===== src/source/rob_pkg.sv =====
/*
	reorder buffer shared definitions
	sizes, pointer widths and the vector types that move between
	the per-thread banks, the merge logic and the top level
*/
`default_nettype none

package rob_pkg;

	// buffer geometry, per thread
	localparam int rob_size  = 16;
	localparam int rob_ptr_w = 4;	// log2 of rob_size

	// instruction and branch target program counter
	typedef logic [63:0] pc_t;

	// architectural destination register
	typedef logic [4:0] arn_t;

	// physical destination register, 64 in the file
	typedef logic [5:0] prn_t;

	// slot index inside one bank
	typedef logic [rob_ptr_w-1:0] rob_ptr_t;

	// reorder tag handed to the reservation stations
	// top bit picks the bank (0 thread 1, 1 thread 2), low bits are the slot
	typedef logic [rob_ptr_w:0] rob_tag_t;

	// entries leaving one bank in a cycle, 0 to 2
	typedef logic [1:0] retire_cnt_t;

	// destination shown on an empty commit slot
	localparam arn_t zero_reg = 5'd31;

endpackage

`default_nettype wire


===== src/source/thread_rob_bank.sv =====
/*
	reorder buffer bank for one thread
	circular store of rob_size entries with head, tail and occupancy,
	dispatch writes at the tail, completion writes by tag, in-order
	retire driven by the merge logic, full flush on a mispredict
*/
`timescale 1ns/1ps
`default_nettype none

module thread_rob_bank #(
	parameter logic bank_id = 1'b0	// 0 serves thread 1, 1 serves thread 2
) (
	input  logic                  clock,
	input  logic                  reset,
	input  logic                  is_thread1,
	input  logic                  inst1_load,
	input  logic                  inst2_load,
	input  rob_pkg::pc_t          inst1_pc,
	input  rob_pkg::arn_t         inst1_arn,
	input  rob_pkg::prn_t         inst1_prn,
	input  logic                  inst1_is_branch,
	input  rob_pkg::pc_t          inst2_pc,
	input  rob_pkg::arn_t         inst2_arn,
	input  rob_pkg::prn_t         inst2_prn,
	input  logic                  inst2_is_branch,
	input  logic                  fu1_done,
	input  rob_pkg::rob_tag_t     fu1_tag,
	input  logic                  fu1_mispredict,
	input  rob_pkg::pc_t          fu1_target,
	input  logic                  fu2_done,
	input  rob_pkg::rob_tag_t     fu2_tag,
	input  logic                  fu2_mispredict,
	input  rob_pkg::pc_t          fu2_target,
	input  rob_pkg::retire_cnt_t  retire_count,
	input  logic                  flush,
	output logic                  head0_ready,
	output rob_pkg::pc_t          head0_pc,
	output rob_pkg::pc_t          head0_target,
	output logic                  head0_is_branch,
	output logic                  head0_mispredict,
	output rob_pkg::arn_t         head0_arn,
	output rob_pkg::prn_t         head0_prn,
	output logic                  head1_ready,
	output rob_pkg::pc_t          head1_pc,
	output rob_pkg::pc_t          head1_target,
	output logic                  head1_is_branch,
	output logic                  head1_mispredict,
	output rob_pkg::arn_t         head1_arn,
	output rob_pkg::prn_t         head1_prn,
	output rob_pkg::rob_ptr_t     head,
	output rob_pkg::rob_ptr_t     tail,
	output logic                  full
);
	import rob_pkg::*;

	// per-entry flags
	logic [rob_size-1:0] occupied;
	logic [rob_size-1:0] executed;
	logic [rob_size-1:0] entry_branch;
	logic [rob_size-1:0] entry_mispredict;

	// per-entry payload
	pc_t  entry_pc     [rob_size];
	pc_t  entry_target [rob_size];
	arn_t entry_arn    [rob_size];
	prn_t entry_prn    [rob_size];

	logic [rob_ptr_w:0] count;	// occupancy, 0 to rob_size
	rob_ptr_t head_next;	// second oldest slot
	rob_ptr_t tail_next;	// slot for the second dispatched instruction
	rob_ptr_t head_after;	// head once this cycle's retires are done
	logic bank_sel;
	logic load1;
	logic load2;
	logic [1:0] load_cnt;
	rob_ptr_t fu1_idx;
	rob_ptr_t fu2_idx;
	logic fu1_hit;
	logic fu2_hit;

	assign head_next  = head + rob_ptr_t'(1);
	assign tail_next  = tail + rob_ptr_t'(1);
	assign head_after = head + rob_ptr_t'(retire_count);

	// dispatch is for us when the thread matches, dropped under flush
	assign bank_sel = (is_thread1 != bank_id);
	assign load1    = bank_sel & inst1_load & ~flush;
	assign load2    = load1 & inst2_load;
	assign load_cnt = {1'b0, load1} + {1'b0, load2};

	// completions only touch live entries of this bank
	assign fu1_idx = fu1_tag[rob_ptr_w-1:0];
	assign fu2_idx = fu2_tag[rob_ptr_w-1:0];
	assign fu1_hit = fu1_done && (fu1_tag[rob_ptr_w] == bank_id) && occupied[fu1_idx];
	assign fu2_hit = fu2_done && (fu2_tag[rob_ptr_w] == bank_id) && occupied[fu2_idx];

	always_ff @(posedge clock)
	begin
		if (reset)
		begin
			head     <= '0;
			tail     <= '0;
			count    <= '0;
			occupied <= '0;
			executed <= '0;
		end
		else
		begin
			head <= head_after;
			if (flush)
			begin
				tail     <= head_after;	// empty, tail meets the new head
				count    <= '0;
				occupied <= '0;
				executed <= '0;
			end
			else
			begin
				tail  <= tail + rob_ptr_t'(load_cnt);
				count <= count + {{(rob_ptr_w-1){1'b0}}, load_cnt}
					- {{(rob_ptr_w-1){1'b0}}, retire_count};
				if (retire_count != 2'd0)
					occupied[head] <= 1'b0;
				if (retire_count == 2'd2)
					occupied[head_next] <= 1'b0;
				if (fu1_hit)
					executed[fu1_idx] <= 1'b1;
				if (fu2_hit)
					executed[fu2_idx] <= 1'b1;	// later write, port 2 wins
				if (load1)
				begin
					occupied[tail] <= 1'b1;
					executed[tail] <= 1'b0;
				end
				if (load2)
				begin
					occupied[tail_next] <= 1'b1;
					executed[tail_next] <= 1'b0;
				end
			end
		end
	end

	always_ff @(posedge clock)
	begin
		if (load1)
		begin
			entry_pc[tail]     <= inst1_pc;
			entry_arn[tail]    <= inst1_arn;
			entry_prn[tail]    <= inst1_prn;
			entry_branch[tail] <= inst1_is_branch;
		end
		if (load2)
		begin
			entry_pc[tail_next]     <= inst2_pc;
			entry_arn[tail_next]    <= inst2_arn;
			entry_prn[tail_next]    <= inst2_prn;
			entry_branch[tail_next] <= inst2_is_branch;
		end
		if (fu1_hit)
		begin
			entry_target[fu1_idx]     <= fu1_target;
			entry_mispredict[fu1_idx] <= fu1_mispredict;
		end
		if (fu2_hit)
		begin
			entry_target[fu2_idx]     <= fu2_target;
			entry_mispredict[fu2_idx] <= fu2_mispredict;
		end
	end

	// two oldest entries toward the merge logic
	assign head0_ready      = occupied[head] & executed[head];
	assign head0_pc         = entry_pc[head];
	assign head0_target     = entry_target[head];
	assign head0_is_branch  = entry_branch[head];
	assign head0_mispredict = entry_mispredict[head];
	assign head0_arn        = entry_arn[head];
	assign head0_prn        = entry_prn[head];

	assign head1_ready      = occupied[head_next] & executed[head_next];
	assign head1_pc         = entry_pc[head_next];
	assign head1_target     = entry_target[head_next];
	assign head1_is_branch  = entry_branch[head_next];
	assign head1_mispredict = entry_mispredict[head_next];
	assign head1_arn        = entry_arn[head_next];
	assign head1_prn        = entry_prn[head_next];

	// one slot of slack so a dispatched pair always fits
	assign full = (int'(count) >= rob_size - 1);

endmodule

`default_nettype wire


===== config.mk =====
export PLATFORM = sky130hd
export DESIGN_NAME = thread_rob_bank
export DESIGN_NICKNAME = d
export VERILOG_FILES = /design/src/source/rob_pkg.sv /design/src/source/thread_rob_bank.sv
export SDC_FILE = /design/constraint.sdc
export NUM_CORES = 2
export LEC_CHECK = 0
export ABC_CLOCK_PERIOD_IN_PS = 6500
export BUFFER_PORTS_ARGS = -buffer_cell sky130_fd_sc_hd__buf_2
export CORE_MARGIN = 1.5
export CORE_UTILIZATION = 39
export DETAILED_ROUTE_END_ITERATION = 6
export GPL_ROUTABILITY_DRIVEN = 0
export PLACE_DENSITY = 0.56
export SLEW_MARGIN = 10
export SYNTH_ARGS = -nofsm -noshare
export SYNTH_HDL_FRONTEND = slang
export SYNTH_SLANG_ARGS = --single-unit

===== constraint.sdc =====
create_clock -name clock -period 6.5 [get_ports clock]
set_input_delay 0 -clock clock [delete_from_list [all_inputs] [get_ports clock]]
set_output_delay 0 -clock clock [all_outputs]
set_load 0.05 [all_outputs]

### Word level (Yosys, flattened, before mapping)

Memory sizes are Yosys's and may differ from the RTL's. A register that Yosys moved wholly into a read port is not among the register bits.
Cells that the tools add are included.
W data, S select, Z words.

| word-level totals | value |
|---|---|
| bits of input ports | 302 |
| output and inout port bits | 293 |
| RAM bits | 2224 |
| bits in registers | 77 |
| word-level logic and storage cells | 137 |
| memories | 4 |

| cells by class | value |
|---|---|
| muxes and demuxes | 73 |
| bitwise operators | 20 |
| add/sub/neg operators | 7 |
| equal/unequal tests | 1 |
| reductions and logical operators | 12 |
| magnitude comparators | 13 |

Memory list:

| name | depth | bits a word | rd ports | clocked after memory_dff | write ports | line | source |
|---|---|---|---|---|---|---|---|
| entry_pc | 16 | 64 | 2 | 1 | 2 | thread_rob_bank.sv:63 | `pc_t entry_pc [rob_size];` |
| entry_target | 16 | 64 | 2 | 1 | 2 | thread_rob_bank.sv:64 | `pc_t entry_target [rob_size];` |
| entry_prn | 16 | 6 | 2 | 1 | 2 | thread_rob_bank.sv:66 | `prn_t entry_prn [rob_size];` |
| entry_arn | 16 | 5 | 2 | 1 | 2 | thread_rob_bank.sv:65 | `arn_t entry_arn [rob_size];` |

Operator list:

| operator | count |
|---|---|
| $mux W16 | 24 |
| $and A16 B16 Y16 | 4 |
| $bwmux W16 | 4 |
| $not A16 Y16 | 4 |
| $or A16 B16 Y16 | 4 |
| $bmux W1 S4 | 10 |
| $lt A4 B5 Y1 const B | 6 |
| $demux W1 S4 | 6 |
| $ge A4 B1 Y1 const B | 6 |
| $mux W1 | 24 |
| $mux W4 | 5 |
| $logic_and A1 B1 Y1 | 10 |
| $add A4 B1 Y4 const B | 2 |
| $add A4 B2 Y4 | 2 |
| $add A5 B2 Y5 | 1 |
| $and A1 B1 Y1 | 5 |
| $ge A5 B4 Y1 const B | 1 |
| $sub A5 B2 Y5 | 1 |
| $not A1 Y1 | 3 |
| $add A1 B1 Y2 | 1 |
| $eq A2 B2 Y1 const B | 1 |
| $reduce_bool A2 Y1 | 1 |
| $reduce_or A2 Y1 | 1 |

### Longest topological paths before layout

| logic depth | value |
|---|---|
| word-level depth | 19 |
| gate-level depth with buffers | 13 |

### Worst setup path before layout

No wires, ideal clock.

| path | value |
|---|---|
| kind | register to register |
| from | register tail[3] |
| to | memory entry_arn[8][0] (netlist name) (enable) |
| setup slack | -0.853 ns |
| library setup time | 0.617 ns |
| period minus slack after synthesis | 7.353 ns |
| stages on the path, launching flop included | 6 |
| data arrival time | 6.736 ns |
| path through | dfxtp_1 > buf_2 > nand4b_1 > or2_1 > clkbuf_1 > o21ai_0 |

RTL lines:

| what | line | source |
|---|---|---|
| start, declared | thread_rob_bank.sv:51 | `output rob_pkg::rob_ptr_t tail,` |
| start signal, assigned | thread_rob_bank.sv:112 | `tail <= head_after;` |
| start signal, assigned | thread_rob_bank.sv:119 | `tail <= tail + rob_ptr_t'(load_cnt);` |
| end, declared | thread_rob_bank.sv:65 |  |

### Final worst setup path

| path | value |
|---|---|
| from | register head[1] |
| to | output head1_target[4] |

| between the ends | value |
|---|---|
| word-level cells in the longest chain between the ends | 2 |

RTL lines:

| what | line | source |
|---|---|---|
| start, declared | thread_rob_bank.sv:50 | `output rob_pkg::rob_ptr_t head,` |
| start signal, assigned | thread_rob_bank.sv:109 | `head <= head_after;` |
| $add A4 B1 Y4 | thread_rob_bank.sv:81 | `assign head_next = head + rob_ptr_t'(1);` |
| $mem_v2 Z16 W64 | n/a |  |
| end, declared | thread_rob_bank.sv:45 | `output rob_pkg::pc_t head1_target,` |

Every way passes these cells.

==> flow_summary.toml <==
[setup_path]
r2r_end = "entry_pc[3][53]"
arrival_ps = 5470
regToRegSetupSlack_ps = 2150
critPathBufInv = 4
r2r-start = "tail[3]"
cp-end-kind = "primary output"
critPathKind = "reg -> out"
cp_cell_sequence = "clkinv_1 -> ha_4 -> buf_12 -> buf_12 -> mux4_2 -> mux4_2 -> buf_2"
cpPeakStageDelay_ps = 980
cp_max_fo = 46
worstPathRequired_ps = 6500
reg2reg_depth = 6
critPathTopFamily = "buffers and inverters"
startpoint_type = "register"
crit_slowest_cell = "dfxtp_4"

[detailed_routing]
num_vias = 82100
wirelength_met1_mm = 192
met2WireLength_mm = 218
wl_per_cell_um = 36.5
drt_iter0_drc = 9584
viasPerCell = 6.37
drc = 0
drtPass1Iterations = 6
top_layer = "met5"
route.met3.wl_mm = 42.7
finalWirelength_mm = 470
antenna_left = 0

[cts]
clk_pin_slew_ps = 60
root_buffer = "clkbuf_16"
clock_path_buffers = 4
htreeDepth = 5
clk_latency_ps = 920
cts_buffers = 281
cts_tree = "yes"
cts_resized = 0
clock_sinks = 2301

[min_path]
hp-start = "reset"
min_to = "head[0]"
whs_path_depth = 3
hold_path_class = "in -> reg"

[floorplanning]
core_mm2 = 0.336
fp.dieW_um = 584
io_pins = 595
rows = 213
dieArea_mm2 = 0.341
fp.dieH_um = 584
initial_core_util_pct = 39.2

[finish]
fin_nets = 8443
fillers = 29200
drive_above_1_share_pct = 53.4
syn2layout_area_growth_pct = 15.7

[synth]
ys_seq_elements = 2301
syn_nets = 7803
syn_inst = 7482
synth_largest_area_cell = "edfxtp_1"
synth-edff-count = 2224
yosysTopAreaCellShare_pct = 50.7
syn_area_mm2 = 0.132
ys_async_sr_fraction_pct = 0
synth_ff_type = "edfxtp_1"
synth_cell_types = 66
yosysWarnings = 0
synth_seq_area_share_pct = 51.9
synthTopCellsByArea = "edfxtp_1, mux4_2, mux2_2, mux2_1, clkbuf_1"
synth.avg_cell_area_um2 = 17.6

[grt]
grt_max_degree = 151
antenna_found_initial = 85
grt_use_total_pct = 27.1
grt_pass1_vias = 83300
grt_pass1_wl_mm = 657
overflow = 0

[sta]
slew_violations = 0
finalSetupTns_ps = 0
min_period_ps = 5470
final-hold-violation-count = 0
post-route-period-util_pct = 84.1
max-slew-margin-rel_pct = 16.1
rsz0062_at_grt = "no"
finalSetupViolCount = 0
worst_clock_skew_ps = 40.0
timing.fmax_mhz = 183
worst_slew_pin_slew_ps = 1260

[run_status]
status = "complete, no violations"

[placement]
post-dp-hpwl_mm = 249
portBuffers = 594

[pwr]
p_total_mw = 41.8
max-vdd-ir-drop_v = 0.000203
power_density_mw_per_mm2 = 274
p_leak_nw = 49.2

[run]
maxCapViolations = 0
[flip-flops by register name, summed over array words and instances, names as in the netlist]
signal            cells
entry_arn            80
executed             16
entry_prn            96
entry_pc           1024
entry_target       1024
tail                  4
occupied             16
head                  4
count                 5
entry_mispredict     16
entry_branch         16
[per-stage QoR]
| stage | hold slack (ps) | utilization (%) | cell area, µm² | setup WS [ps] | cells |
|---|---|---|---|---|---|
| 2_1_floorplan | 136 | - | 132000 | 631 | 7482 |
| 3_3_place_gp | 282 | 41.3 | 139000 | 1940 | 11900 |
| 3_5_place_dp | 283 | 41.3 | 139000 | 1870 | 11900 |
| 4_1_cts | 50.0 | 45.3 | 152000 | 899 | 12900 |
| 5_1_grt | 64.9 | 45.3 | 152000 | 795 | 12900 |
| 6_report | 98.7 | 45.3 | 152000 | 1030 | 12900 |
[how the worst max path moves through the flow]
stage / startpoint / to / cells after the start
after floorplan: tail[3] / entry_arn[12][0] / 6
after CTS: head[1] / head1_target[8] / 7
after global routing: head[1] / head1_target[8] / 7
after global placement: head[1] / head1_target[8] / 7
final: head[1] / head1_target[4] / 7
after detailed placement: head[1] / head1_target[8] / 7
[worst register-to-register path, delay by kind of cell, from the launching register on]
kind          cells  cell delay [ps]
mux               1              420
buf+inv           2             1210
flops             1              440
simple gates      3             2020
[routing by layer]
metal  global-route usage, %  up-vias
li1                        -    32400
met2                    42.5     4287
met5                       0        -
met4                    9.06       62
met3                    5.80      886
met1                    37.4    44500
[power breakdown]
part           switching [mW]  leakage (nW)  internal, mW
registers               0.117          20.6          16.4
clock network            6.61          4.35          9.00
logic                    5.69          24.3          3.98
total                    12.4          49.2          29.4
[synthesized netlist by cell type (all sizes together), types with 5 or more instances]
master	number
a21oi	24
inv	42
nor2b	10
mux2i	11
o211ai	5
buf	410
nand2	430
dfxtp	77
and4b	5
mux2	2096
mux4	1420
nand4	11
o221a	9
xnor2	5
edfxtp	2224
nand3	30
clkbuf	464
and3	7
nor3	7
ha	15
or2	5
o21a	12
nand2b	6
o21ai	17
o22a	10
nor2	41
a31oi	9
nand4b	7
a221oi	5
[logic make-up after synthesis]
logic type                 count (synthesis)  synth area share [%]
xor gates and xnor gates                   8                0.0589
muxes                                   3527                  42.3
buffers and inverters                    917                  2.95
and+or+nand+nor                          584                  1.91
AOI/OAI and AO/OA                        126                 0.701
DFF                                     2301                  51.9
adders and majority gates                 19                 0.203
[cell usage in the layout, fill, tap and decap left out, types with 5 or more instances in the layout]
cell type	count
nand4b_1	7
nand2_4	13
nor3_1	6
mux2_1	293
nand3_4	5
nand2_1	417
and3_1	7
dfxtp_1	74
clkbuf_16	289
nand4_1	11
inv_6	16
ha_1	14
o21a_1	12
nor2_1	25
nor2_4	15
clkbuf_1	59
a221oi_1	5
clkinv_2	49
nor2b_1	10
o221a_2	9
buf_4	141
mux2i_1	11
clkinv_1	58
nand3_1	25
o22a_1	10
buf_2	594
mux4_2	1420
edfxtp_1	2224
o21ai_0	14
bufinv_16	21
diode_2	35
a31oi_1	9
o211ai_1	5
dlygate4sd3_1	457
a21oi_1	24
mux2_2	1803
inv_1	36
buf_12	39
[area by class of cell]
cell class                 count  area (µm²)  share of cell area (%)
clock inverter               148        1370                   0.899
tap                         4515        5650                    3.71
inverter                      43         194                   0.127
clock buffer                 349        7470                    4.90
timing repair buffer        1231        9390                    6.16
antenna                       35        87.6                  0.0575
sequential                  2301       68300                    44.8
multi-input combinational   4264       59900                    39.3
[timing repair]
item                      4_1_cts  5_1_grt
hold buffers                  457        0
buffers inserted                0        0
hold endpoints to repair     2322        0
Note: power is estimated with default switching activity, not from simulation.
