[src/source/rob_pkg.sv]
/*
	reorder buffer shared definitions
	sizes, pointer widths and the vector types that move between
	the per-thread banks, the merge logic and the top level
*/
`default_nettype none

package rob_pkg;

	// buffer geometry, per thread
	localparam int rob_size  = 16;
	localparam int rob_ptr_w = 4;	// log2 of rob_size

	// instruction and branch target program counter
	typedef logic [63:0] pc_t;

	// architectural destination register
	typedef logic [4:0] arn_t;

	// physical destination register, 64 in the file
	typedef logic [5:0] prn_t;

	// slot index inside one bank
	typedef logic [rob_ptr_w-1:0] rob_ptr_t;

	// reorder tag handed to the reservation stations
	// top bit picks the bank (0 thread 1, 1 thread 2), low bits are the slot
	typedef logic [rob_ptr_w:0] rob_tag_t;

	// entries leaving one bank in a cycle, 0 to 2
	typedef logic [1:0] retire_cnt_t;

	// destination shown on an empty commit slot
	localparam arn_t zero_reg = 5'd31;

endpackage

`default_nettype wire

[src/source/rob_thread_merge.sv]
/*
	thread merge for the reorder buffer
	forms dispatch tags from the bank tails, picks the two commit slots
	with thread 1 first, and returns retire counts and flush to the banks
*/
`timescale 1ns/1ps
`default_nettype none

module rob_thread_merge (
	input  logic                  is_thread1,
	input  logic                  inst1_load,
	input  logic                  inst2_load,
	input  rob_pkg::rob_ptr_t     t1_tail,
	input  rob_pkg::rob_ptr_t     t2_tail,
	input  logic                  t1_head0_ready,
	input  rob_pkg::pc_t          t1_head0_pc,
	input  rob_pkg::pc_t          t1_head0_target,
	input  logic                  t1_head0_is_branch,
	input  logic                  t1_head0_mispredict,
	input  rob_pkg::arn_t         t1_head0_arn,
	input  rob_pkg::prn_t         t1_head0_prn,
	input  logic                  t1_head1_ready,
	input  rob_pkg::pc_t          t1_head1_pc,
	input  rob_pkg::pc_t          t1_head1_target,
	input  logic                  t1_head1_is_branch,
	input  logic                  t1_head1_mispredict,
	input  rob_pkg::arn_t         t1_head1_arn,
	input  rob_pkg::prn_t         t1_head1_prn,
	input  logic                  t2_head0_ready,
	input  rob_pkg::pc_t          t2_head0_pc,
	input  rob_pkg::pc_t          t2_head0_target,
	input  logic                  t2_head0_is_branch,
	input  logic                  t2_head0_mispredict,
	input  rob_pkg::arn_t         t2_head0_arn,
	input  rob_pkg::prn_t         t2_head0_prn,
	input  logic                  t2_head1_ready,
	input  rob_pkg::pc_t          t2_head1_pc,
	input  rob_pkg::pc_t          t2_head1_target,
	input  logic                  t2_head1_is_branch,
	input  logic                  t2_head1_mispredict,
	input  rob_pkg::arn_t         t2_head1_arn,
	input  rob_pkg::prn_t         t2_head1_prn,
	output rob_pkg::rob_tag_t     inst1_tag,
	output rob_pkg::rob_tag_t     inst2_tag,
	output rob_pkg::retire_cnt_t  t1_retire_count,
	output rob_pkg::retire_cnt_t  t2_retire_count,
	output logic                  t1_flush,
	output logic                  t2_flush,
	output logic                  commit1_valid,
	output rob_pkg::pc_t          commit1_pc,
	output rob_pkg::pc_t          commit1_target,
	output logic                  commit1_is_branch,
	output logic                  commit1_mispredict,
	output rob_pkg::arn_t         commit1_arn,
	output rob_pkg::prn_t         commit1_prn,
	output logic                  commit1_is_thread1,
	output logic                  commit2_valid,
	output rob_pkg::pc_t          commit2_pc,
	output rob_pkg::pc_t          commit2_target,
	output logic                  commit2_is_branch,
	output logic                  commit2_mispredict,
	output rob_pkg::arn_t         commit2_arn,
	output rob_pkg::prn_t         commit2_prn,
	output logic                  commit2_is_thread1
);
	import rob_pkg::*;

	rob_ptr_t disp_tail;
	logic disp_bank;
	logic sel1_t1;	// slot 1 from thread 1 head0
	logic sel1_t2;	// slot 1 from thread 2 head0
	logic sel2_t1_head1;
	logic sel2_t2_head1;
	logic sel2_t2_head0;	// thread 2 fills in behind thread 1

	// tags come straight off the selected tail
	assign disp_bank = ~is_thread1;
	assign disp_tail = is_thread1 ? t1_tail : t2_tail;
	assign inst1_tag = inst1_load ? {disp_bank, disp_tail} : '0;
	assign inst2_tag = (inst1_load && inst2_load) ? {disp_bank, disp_tail + rob_ptr_t'(1)} : '0;

	assign sel1_t1 = t1_head0_ready;
	assign sel1_t2 = ~t1_head0_ready & t2_head0_ready;
	assign commit1_mispredict = (sel1_t1 & t1_head0_is_branch & t1_head0_mispredict)
		| (sel1_t2 & t2_head0_is_branch & t2_head0_mispredict);

	// nothing younger of the same thread passes a mispredicted branch
	assign sel2_t1_head1 = sel1_t1 & t1_head1_ready & ~commit1_mispredict;
	assign sel2_t2_head1 = sel1_t2 & t2_head1_ready & ~commit1_mispredict;
	assign sel2_t2_head0 = sel1_t1 & ~sel2_t1_head1 & t2_head0_ready;

	always_comb
	begin
		commit1_valid      = sel1_t1 | sel1_t2;
		commit1_is_thread1 = sel1_t1;
		commit1_pc         = '0;
		commit1_target     = '0;
		commit1_is_branch  = 1'b0;
		commit1_arn        = zero_reg;
		commit1_prn        = '0;
		if (sel1_t1)
		begin
			commit1_pc        = t1_head0_pc;
			commit1_target    = t1_head0_target;
			commit1_is_branch = t1_head0_is_branch;
			commit1_arn       = t1_head0_arn;
			commit1_prn       = t1_head0_prn;
		end
		else if (sel1_t2)
		begin
			commit1_pc        = t2_head0_pc;
			commit1_target    = t2_head0_target;
			commit1_is_branch = t2_head0_is_branch;
			commit1_arn       = t2_head0_arn;
			commit1_prn       = t2_head0_prn;
		end
	end

	always_comb
	begin
		commit2_valid      = sel2_t1_head1 | sel2_t2_head1 | sel2_t2_head0;
		commit2_is_thread1 = sel2_t1_head1;
		commit2_pc         = '0;
		commit2_target     = '0;
		commit2_is_branch  = 1'b0;
		commit2_mispredict = 1'b0;
		commit2_arn        = zero_reg;
		commit2_prn        = '0;
		if (sel2_t1_head1)
		begin
			commit2_pc         = t1_head1_pc;
			commit2_target     = t1_head1_target;
			commit2_is_branch  = t1_head1_is_branch;
			commit2_mispredict = t1_head1_is_branch & t1_head1_mispredict;
			commit2_arn        = t1_head1_arn;
			commit2_prn        = t1_head1_prn;
		end
		else if (sel2_t2_head1)
		begin
			commit2_pc         = t2_head1_pc;
			commit2_target     = t2_head1_target;
			commit2_is_branch  = t2_head1_is_branch;
			commit2_mispredict = t2_head1_is_branch & t2_head1_mispredict;
			commit2_arn        = t2_head1_arn;
			commit2_prn        = t2_head1_prn;
		end
		else if (sel2_t2_head0)
		begin
			commit2_pc         = t2_head0_pc;
			commit2_target     = t2_head0_target;
			commit2_is_branch  = t2_head0_is_branch;
			commit2_mispredict = t2_head0_is_branch & t2_head0_mispredict;
			commit2_arn        = t2_head0_arn;
			commit2_prn        = t2_head0_prn;
		end
	end

	// retire counts include the mispredicted branch itself
	assign t1_retire_count = {1'b0, sel1_t1} + {1'b0, sel2_t1_head1};
	assign t2_retire_count = {1'b0, sel1_t2} + {1'b0, sel2_t2_head1 | sel2_t2_head0};

	assign t1_flush = (sel1_t1 & commit1_mispredict) | (sel2_t1_head1 & commit2_mispredict);
	assign t2_flush = (sel1_t2 & commit1_mispredict)
		| ((sel2_t2_head1 | sel2_t2_head0) & commit2_mispredict);

endmodule

`default_nettype wire

[config.mk]
export PLATFORM = sky130hd
export DESIGN_NAME = rob_thread_merge
export DESIGN_NICKNAME = d
export VERILOG_FILES = /design/src/source/rob_pkg.sv /design/src/source/rob_thread_merge.sv
export SDC_FILE = /design/constraint.sdc
export NUM_CORES = 1
export LEC_CHECK = 0
export ABC_AREA = 1
export BUFFER_PORTS_ARGS = -buffer_cell sky130_fd_sc_hd__buf_4
export CELL_PAD_IN_SITES_DETAIL_PLACEMENT = 2
export CELL_PAD_IN_SITES_GLOBAL_PLACEMENT = 2
export CORE_AREA = 2 2 339 341
export DETAILED_ROUTE_END_ITERATION = 6
export DIE_AREA = 0 0 341 343
export PLACE_DENSITY_LB_ADDON = 0.2
export SYNTH_ARGS = -nofsm -noshare
export SYNTH_HDL_FRONTEND = slang
export SYNTH_SLANG_ARGS = --single-unit
[constraint.sdc]
create_clock -name vclk -period 2.4
set_input_delay 0.48 -clock vclk [all_inputs]
set_output_delay 0.48 -clock vclk [all_outputs]
set_load 0.01 [all_outputs]
* Word level (Yosys, flattened, before mapping) *
Cells that the tools add are included.

storage, ports and cells
  register bits after elaboration = 0

cells by class
  add/sub/neg operators = 3
  muxes and demuxes = 31
  bitwise gates (word level) = 29
  reduce and logical (&&, ||, !) cells = 1

operators by type and width
  cell                 number
  $mux 64              10
  $mux 5               7
  $mux 6               5
  $and 1x1->1          18
  $mux 1               8
  $or 1x1->1           7
  $add 1x1->2          2
  $add 4x1->4 const B  1
  $mux 4               1
  $not 1->1            4
  $logic_and 1x1->1    1

* Longest topological paths before layout *
  depth in word-level cells = 15
  mapped depth = 13
  gate-level depth less buffers = 12

* Worst setup path before layout *
Ideal clock, no wire load.

  kind = input port to output port
  start point = input t1_head0_ready
  end point = output commit2_pc[34]
  data arrival time = 1926 ps
  setup slack = -6 ps
  cell stages on the path = 10
  cells stage by stage = inv_2 nand4_2 nand4_2 ha_1 nand2_1 clkbuf_1 clkbuf_1 o21ai_0 o21ai_0 o21ai_0

between the ends
  cells in the longest elaborated chain, start to end = 13
  elaborated cells between the ends (all ways) = 18
  those cells by class = 3 x mux; 15 x bitwise

RTL lines
  what                       line                                            RTL
  start, declared            rob_thread_merge.sv:15                          input logic t1_head0_ready,
  $not 1->1                  rob_thread_merge.sv:83                          assign sel1_t2 = ~t1_head0_ready & t2_head0_ready;
  $and 1x1->1                rob_thread_merge.sv:83
  $and 1x1->1 (2 in series)  rob_thread_merge.sv:85                          | (sel1_t2 & t2_head0_is_branch & t2_head0_mispredict);
  $or 1x1->1                 rob_thread_merge.sv:85
  $not 1->1                  rob_thread_merge.sv:88, rob_thread_merge.sv:89
  $and 1x1->1                rob_thread_merge.sv:88                          assign sel2_t1_head1 = sel1_t1 & t1_head1_ready & ~commit1_mispredict;
  $not 1->1                  rob_thread_merge.sv:90                          assign sel2_t2_head0 = sel1_t1 & ~sel2_t1_head1 & t2_head0_ready;
  $and 1x1->1 (2 in series)  rob_thread_merge.sv:90
  $mux 64                    rob_thread_merge.sv:147                         else if (sel2_t2_head0)
  $mux 64                    rob_thread_merge.sv:138                         else if (sel2_t2_head1)
  $mux 64 *                  rob_thread_merge.sv:129                         if (sel2_t1_head1)
  end, declared              rob_thread_merge.sv:58                          output rob_pkg::pc_t commit2_pc,

Mark *: on every way between the ends. The rest lies on a longest branch, timed or not.

* Worst setup path in the final report *
  start point = input t1_head0_ready
  end point = output commit2_target[1]

between the ends
  cells in the longest elaborated chain, start to end = 13
  elaborated cells between the ends (all ways) = 18
  those cells by class = 3 x mux; 15 x bitwise

RTL lines
  what                       line                                            RTL
  $not 1->1                  rob_thread_merge.sv:83
  $and 1x1->1                rob_thread_merge.sv:83
  $and 1x1->1 (2 in series)  rob_thread_merge.sv:85
  $or 1x1->1                 rob_thread_merge.sv:85
  $not 1->1                  rob_thread_merge.sv:88, rob_thread_merge.sv:89
  $and 1x1->1                rob_thread_merge.sv:88
  $not 1->1                  rob_thread_merge.sv:90
  $and 1x1->1 (2 in series)  rob_thread_merge.sv:90
  $mux 64                    rob_thread_merge.sv:147
  $mux 64                    rob_thread_merge.sv:138
  $mux 64 *                  rob_thread_merge.sv:129
  end, declared              rob_thread_merge.sv:59                          output rob_pkg::pc_t commit2_target,

Marked as above.

==> impl_metrics.sql <==
INSERT INTO impl_metrics (metric_group, metric, value, unit) VALUES
('floorplanning', 'effective_utilization_at_floorplan', '4.60', '%'),
('logic_synthesis', 'mappedNetlistNets', '1733', ''),
('power_and_ir_drop', 'p_sw_share', '48.7', '%'),
('final_layout', 'design.final.nets', '2671', ''),
('final_layout', 'filler_cell_count', '13575', ''),
('placement', 'gp_congestion', '0.810', ''),
('logic_synthesis', 'yosysSeqAreaShare', '0', '%'),
('timing', 'timing_worst_slew_pin_value', '588', 'ps'),
('global_routing', 'grt.overflow.total', '0', ''),
('logic_synthesis', 'post_synth.cell_area_avg', '4.54', 'sq um'),
('timing', 'timing.final.ws_setup', '-197', 'ps'),
('critical_path', 'critical_path_arrival', '2120', 'ps'),
('final_layout', 'syn_to_final_growth', '224', '%'),
('run_status', 'violations_in_the_final_reports', 'setup timing', ''),
('detailed_routing', 'avgRoutedWirePerCell', '23.5', 'um'),
('timing', 'maxClockFrequency', '385', 'MHz'),
('power_and_ir_drop', 'p_leak', '8.20', 'nW'),
('timing', 'final_setup_violating_endpoints', '145', ''),
('clocking', 'ctsHoldBuffers', '0', ''),
('power_and_ir_drop', 'clockPowerShare', '0', '%'),
('global_routing', 'number_of_global_route_vias_before_repair', '13094', ''),
('detailed_routing', 'detail_route.wirelength', '84600', 'um'),
('floorplanning', 'die_width', '341', 'um'),
('run', 'maxCapViolations', '0', ''),
('global_routing', 'wire_length_of_the_first_global_routing_pass', '104000', 'um'),
('power_and_ir_drop', 'pwr_density_cell', '209', 'nW/um^2'),
('final_layout', 'multi_input_comb_area', '5180', 'sq um'),
('power_and_ir_drop', 'p_sw', '0.00172', 'W'),
('final_layout', 'layout.area.seq', '0', 'sq um'),
('critical_path', 'crit_path_top_delay_cell', 'sky130_fd_sc_hd__buf_12', ''),
('critical_path', 'worst_path_largest_cell_delay', '200', 'ps'),
('critical_path', 'critPathCaptureType', 'output pin', ''),
('run_status', 'outcome', 'complete, but fails checks', ''),
('timing', 'remaining_max_slew_budget_at_the_tightest_pin', '60.8', '%'),
('timing', 'total_count_of_hold_check_failures_in_the_final_report', '0', ''),
('power_and_ir_drop', 'design_internal_power', '0.00181', 'W'),
('critical_path', 'worstPathRequired', '1920', 'ps'),
('floorplanning', 'die_area', '117000', 'sq um'),
('placement', 'hpwlAfterDp', '61000', 'um'),
('floorplanning', 'fp.dieH', '343', 'um'),
('placement', 'port_buffers', '881', ''),
('floorplanning', 'design.core.area', '113000', 'sq um'),
('timing', 'fin_setup_tns', '-19070', 'ps'),
('timing', 'period_share', '108', '%'),
('power_and_ir_drop', 'vdd_drop_max', '0.0000544', 'V'),
('critical_path', 'critical_path_class', 'primary input to output pin', ''),
('timing', 'setup_repair_after_global_routing_missed_its_margin', 'yes', ''),
('detailed_routing', 'dr.first_iter.drc_count', '224', ''),
('hold_path', 'timing.hold.worst.class', 'primary input to output pin', ''),
('power_and_ir_drop', 'seq_power_share', '0', '%'),
('global_routing', 'grt_antenna_before_repair', '11', ''),
('floorplanning', 'io_pins', '881', ''),
('logic_synthesis', 'yosys.area.top_type', 'sky130_fd_sc_hd__o21ai_0', ''),
('placement', 'detailed_place.area', '14100', 'sq um'),
('power_and_ir_drop', 'power.total', '0.00353', 'W'),
('critical_path', 'crit_family', 'buffers and inverters', ''),
('final_layout', 'n_clock_buffer', '0', ''),
('logic_synthesis', 'synth_top_area_share', '42.3', '%'),
('critical_path', 'path_cells', 'buf_12 -> clkinv_8 -> nand4_4 -> nand4_4 -> ha_4 -> nand2_8 -> buf_12 -> buf_16 -> o21ai_0 -> o21ai_0 -> o21ai_1 -> buf_4', ''),
('logic_synthesis', 'yosys-top-cells-area', 'sky130_fd_sc_hd__o21ai_0 (42%), sky130_fd_sc_hd__nand2_1 (22%), sky130_fd_sc_hd__inv_1 (10%)', ''),
('detailed_routing', 'drt_drc_violations_left', '0', ''),
('critical_path', 'timing.critical_path.from_type', 'primary input', ''),
('critical_path', 'number_of_buffers_and_inverters_on_the_critical_path', '5', ''),
('logic_synthesis', 'yosysWarnings', '0', ''),
('critical_path', 'worstPathMaxFanout', '13', ''),
('final_layout', 'layout-drive-gt1-share', '59.2', '%'),
('logic_synthesis', 'distinct_cell_type_count_after_synthesis', '24', ''),
('timing', 'report.final.slew_viol_count', '0', ''),
('final_layout', 'design.seq.count', '0', ''),
('global_routing', 'grt_start_max_net_pins', '68', ''),
('detailed_routing', 'number_of_vias_per_cell_after_detailed_routing', '3.33', '');
cell families (layout without fill, tap and decap cells):
kind of cell | after synthesis | after routing | share of synthesized area [%]
compound gates | 558 | 558 | 53.6
xor+xnor | 1 | 1 | 0.168
fa+ha+maj | 4 | 4 | 0.958
buf+inv | 257 | 1193 | 20.5
mux | 1 | 1 | 0.192
other cells | 0 | 6 | 0
simple gates | 329 | 329 | 24.6
through the flow:
| step | utilization, % | setup WS, ps | instances |
|---|---|---|---|
| finish | 14.9 | -197 | 3604 |
| floorplan | - | 6.40 | 1150 |
| CTS | 13.8 | -271 | 3556 |
| global route | 14.9 | -304 | 3602 |
| global placement | 12.4 | -566 | 3519 |
| detailed placement | 12.4 | -523 | 3519 |
path summary, 6_finish.rpt:
path / depth (start not counted) / start / end
hold / removal: 4 / t1_head0_pc[21] / commit1_pc[21]
setup / recovery: 12 / t1_head0_ready / commit2_target[1]
area by class of cell:
cell class / instances / area share (%)
diodes: 6 / 0.0889
inverters: 148 / 3.54
well taps: 1512 / 11.2
multi-input cells: 893 / 30.7
repair buffers: 1045 / 54.5
power by group through the flow:
stage                     Combinational [W]  Sequential [W]        Clock, W
after global routing                0.00383               0  0.000000000224
after floorplan                    0.000901               0               0
after CTS                           0.00335               0               0
after detailed placement            0.00290               0               0
final                               0.00353               0  0.000000000299
after global placement              0.00288               0               0
cell usage after synthesis, drive strengths merged:
cell type  instances
nand4              3
a21oi              7
xnor2              1
buf               30
or2                1
ha                 4
nor3b              1
o211ai             1
o21ai            549
nand2            300
o22a               1
mux2i              1
nor2              13
clkbuf            79
nand3             11
inv              148
cell usage in the layout (no fill, tap or decap), types with 2 or more instances in the layout:
cell and count:
sky130_fd_sc_hd__bufbuf_16 3, sky130_fd_sc_hd__buf_16 22, sky130_fd_sc_hd__nand2_1 294, sky130_fd_sc_hd__nand3_1 3, sky130_fd_sc_hd__buf_4 927, sky130_fd_sc_hd__ha_1 2, sky130_fd_sc_hd__buf_6 39, sky130_fd_sc_hd__buf_8 9
sky130_fd_sc_hd__nand2_2 3, sky130_fd_sc_hd__o21ai_4 31, sky130_fd_sc_hd__diode_2 6, sky130_fd_sc_hd__nand3_4 6, sky130_fd_sc_hd__nand2_8 2, sky130_fd_sc_hd__clkbuf_16 15, sky130_fd_sc_hd__a21oi_1 7, sky130_fd_sc_hd__nor2_1 11
sky130_fd_sc_hd__nor2_4 2, sky130_fd_sc_hd__ha_4 2, sky130_fd_sc_hd__o21ai_0 152, sky130_fd_sc_hd__o21ai_2 134, sky130_fd_sc_hd__nand4_4 2, sky130_fd_sc_hd__buf_12 29, sky130_fd_sc_hd__o21ai_1 232, sky130_fd_sc_hd__nand3_2 2
sky130_fd_sc_hd__inv_1 145
layer usage:
metal / GRT usage (%) / share of wire (%) / vias up
met5: 0 / 0.026 / -
met4: 0.964 / 0.73 / 4
met3: 3.24 / 7.1 / 39
met2: 23.7 / 51 / 498
met1: 14.5 / 41 / 5741
li1: - / - / 5704
timing repair:
item | in CTS | in global routing
setup buffers | 21 | 28
gates cloned | 17 | 20
gates resized for setup | 418 | 211
endpoints found under the setup margin | 202 | 151
pin swaps | 70 | 79
No activity file was read; power rests on OpenSTA's default activity.
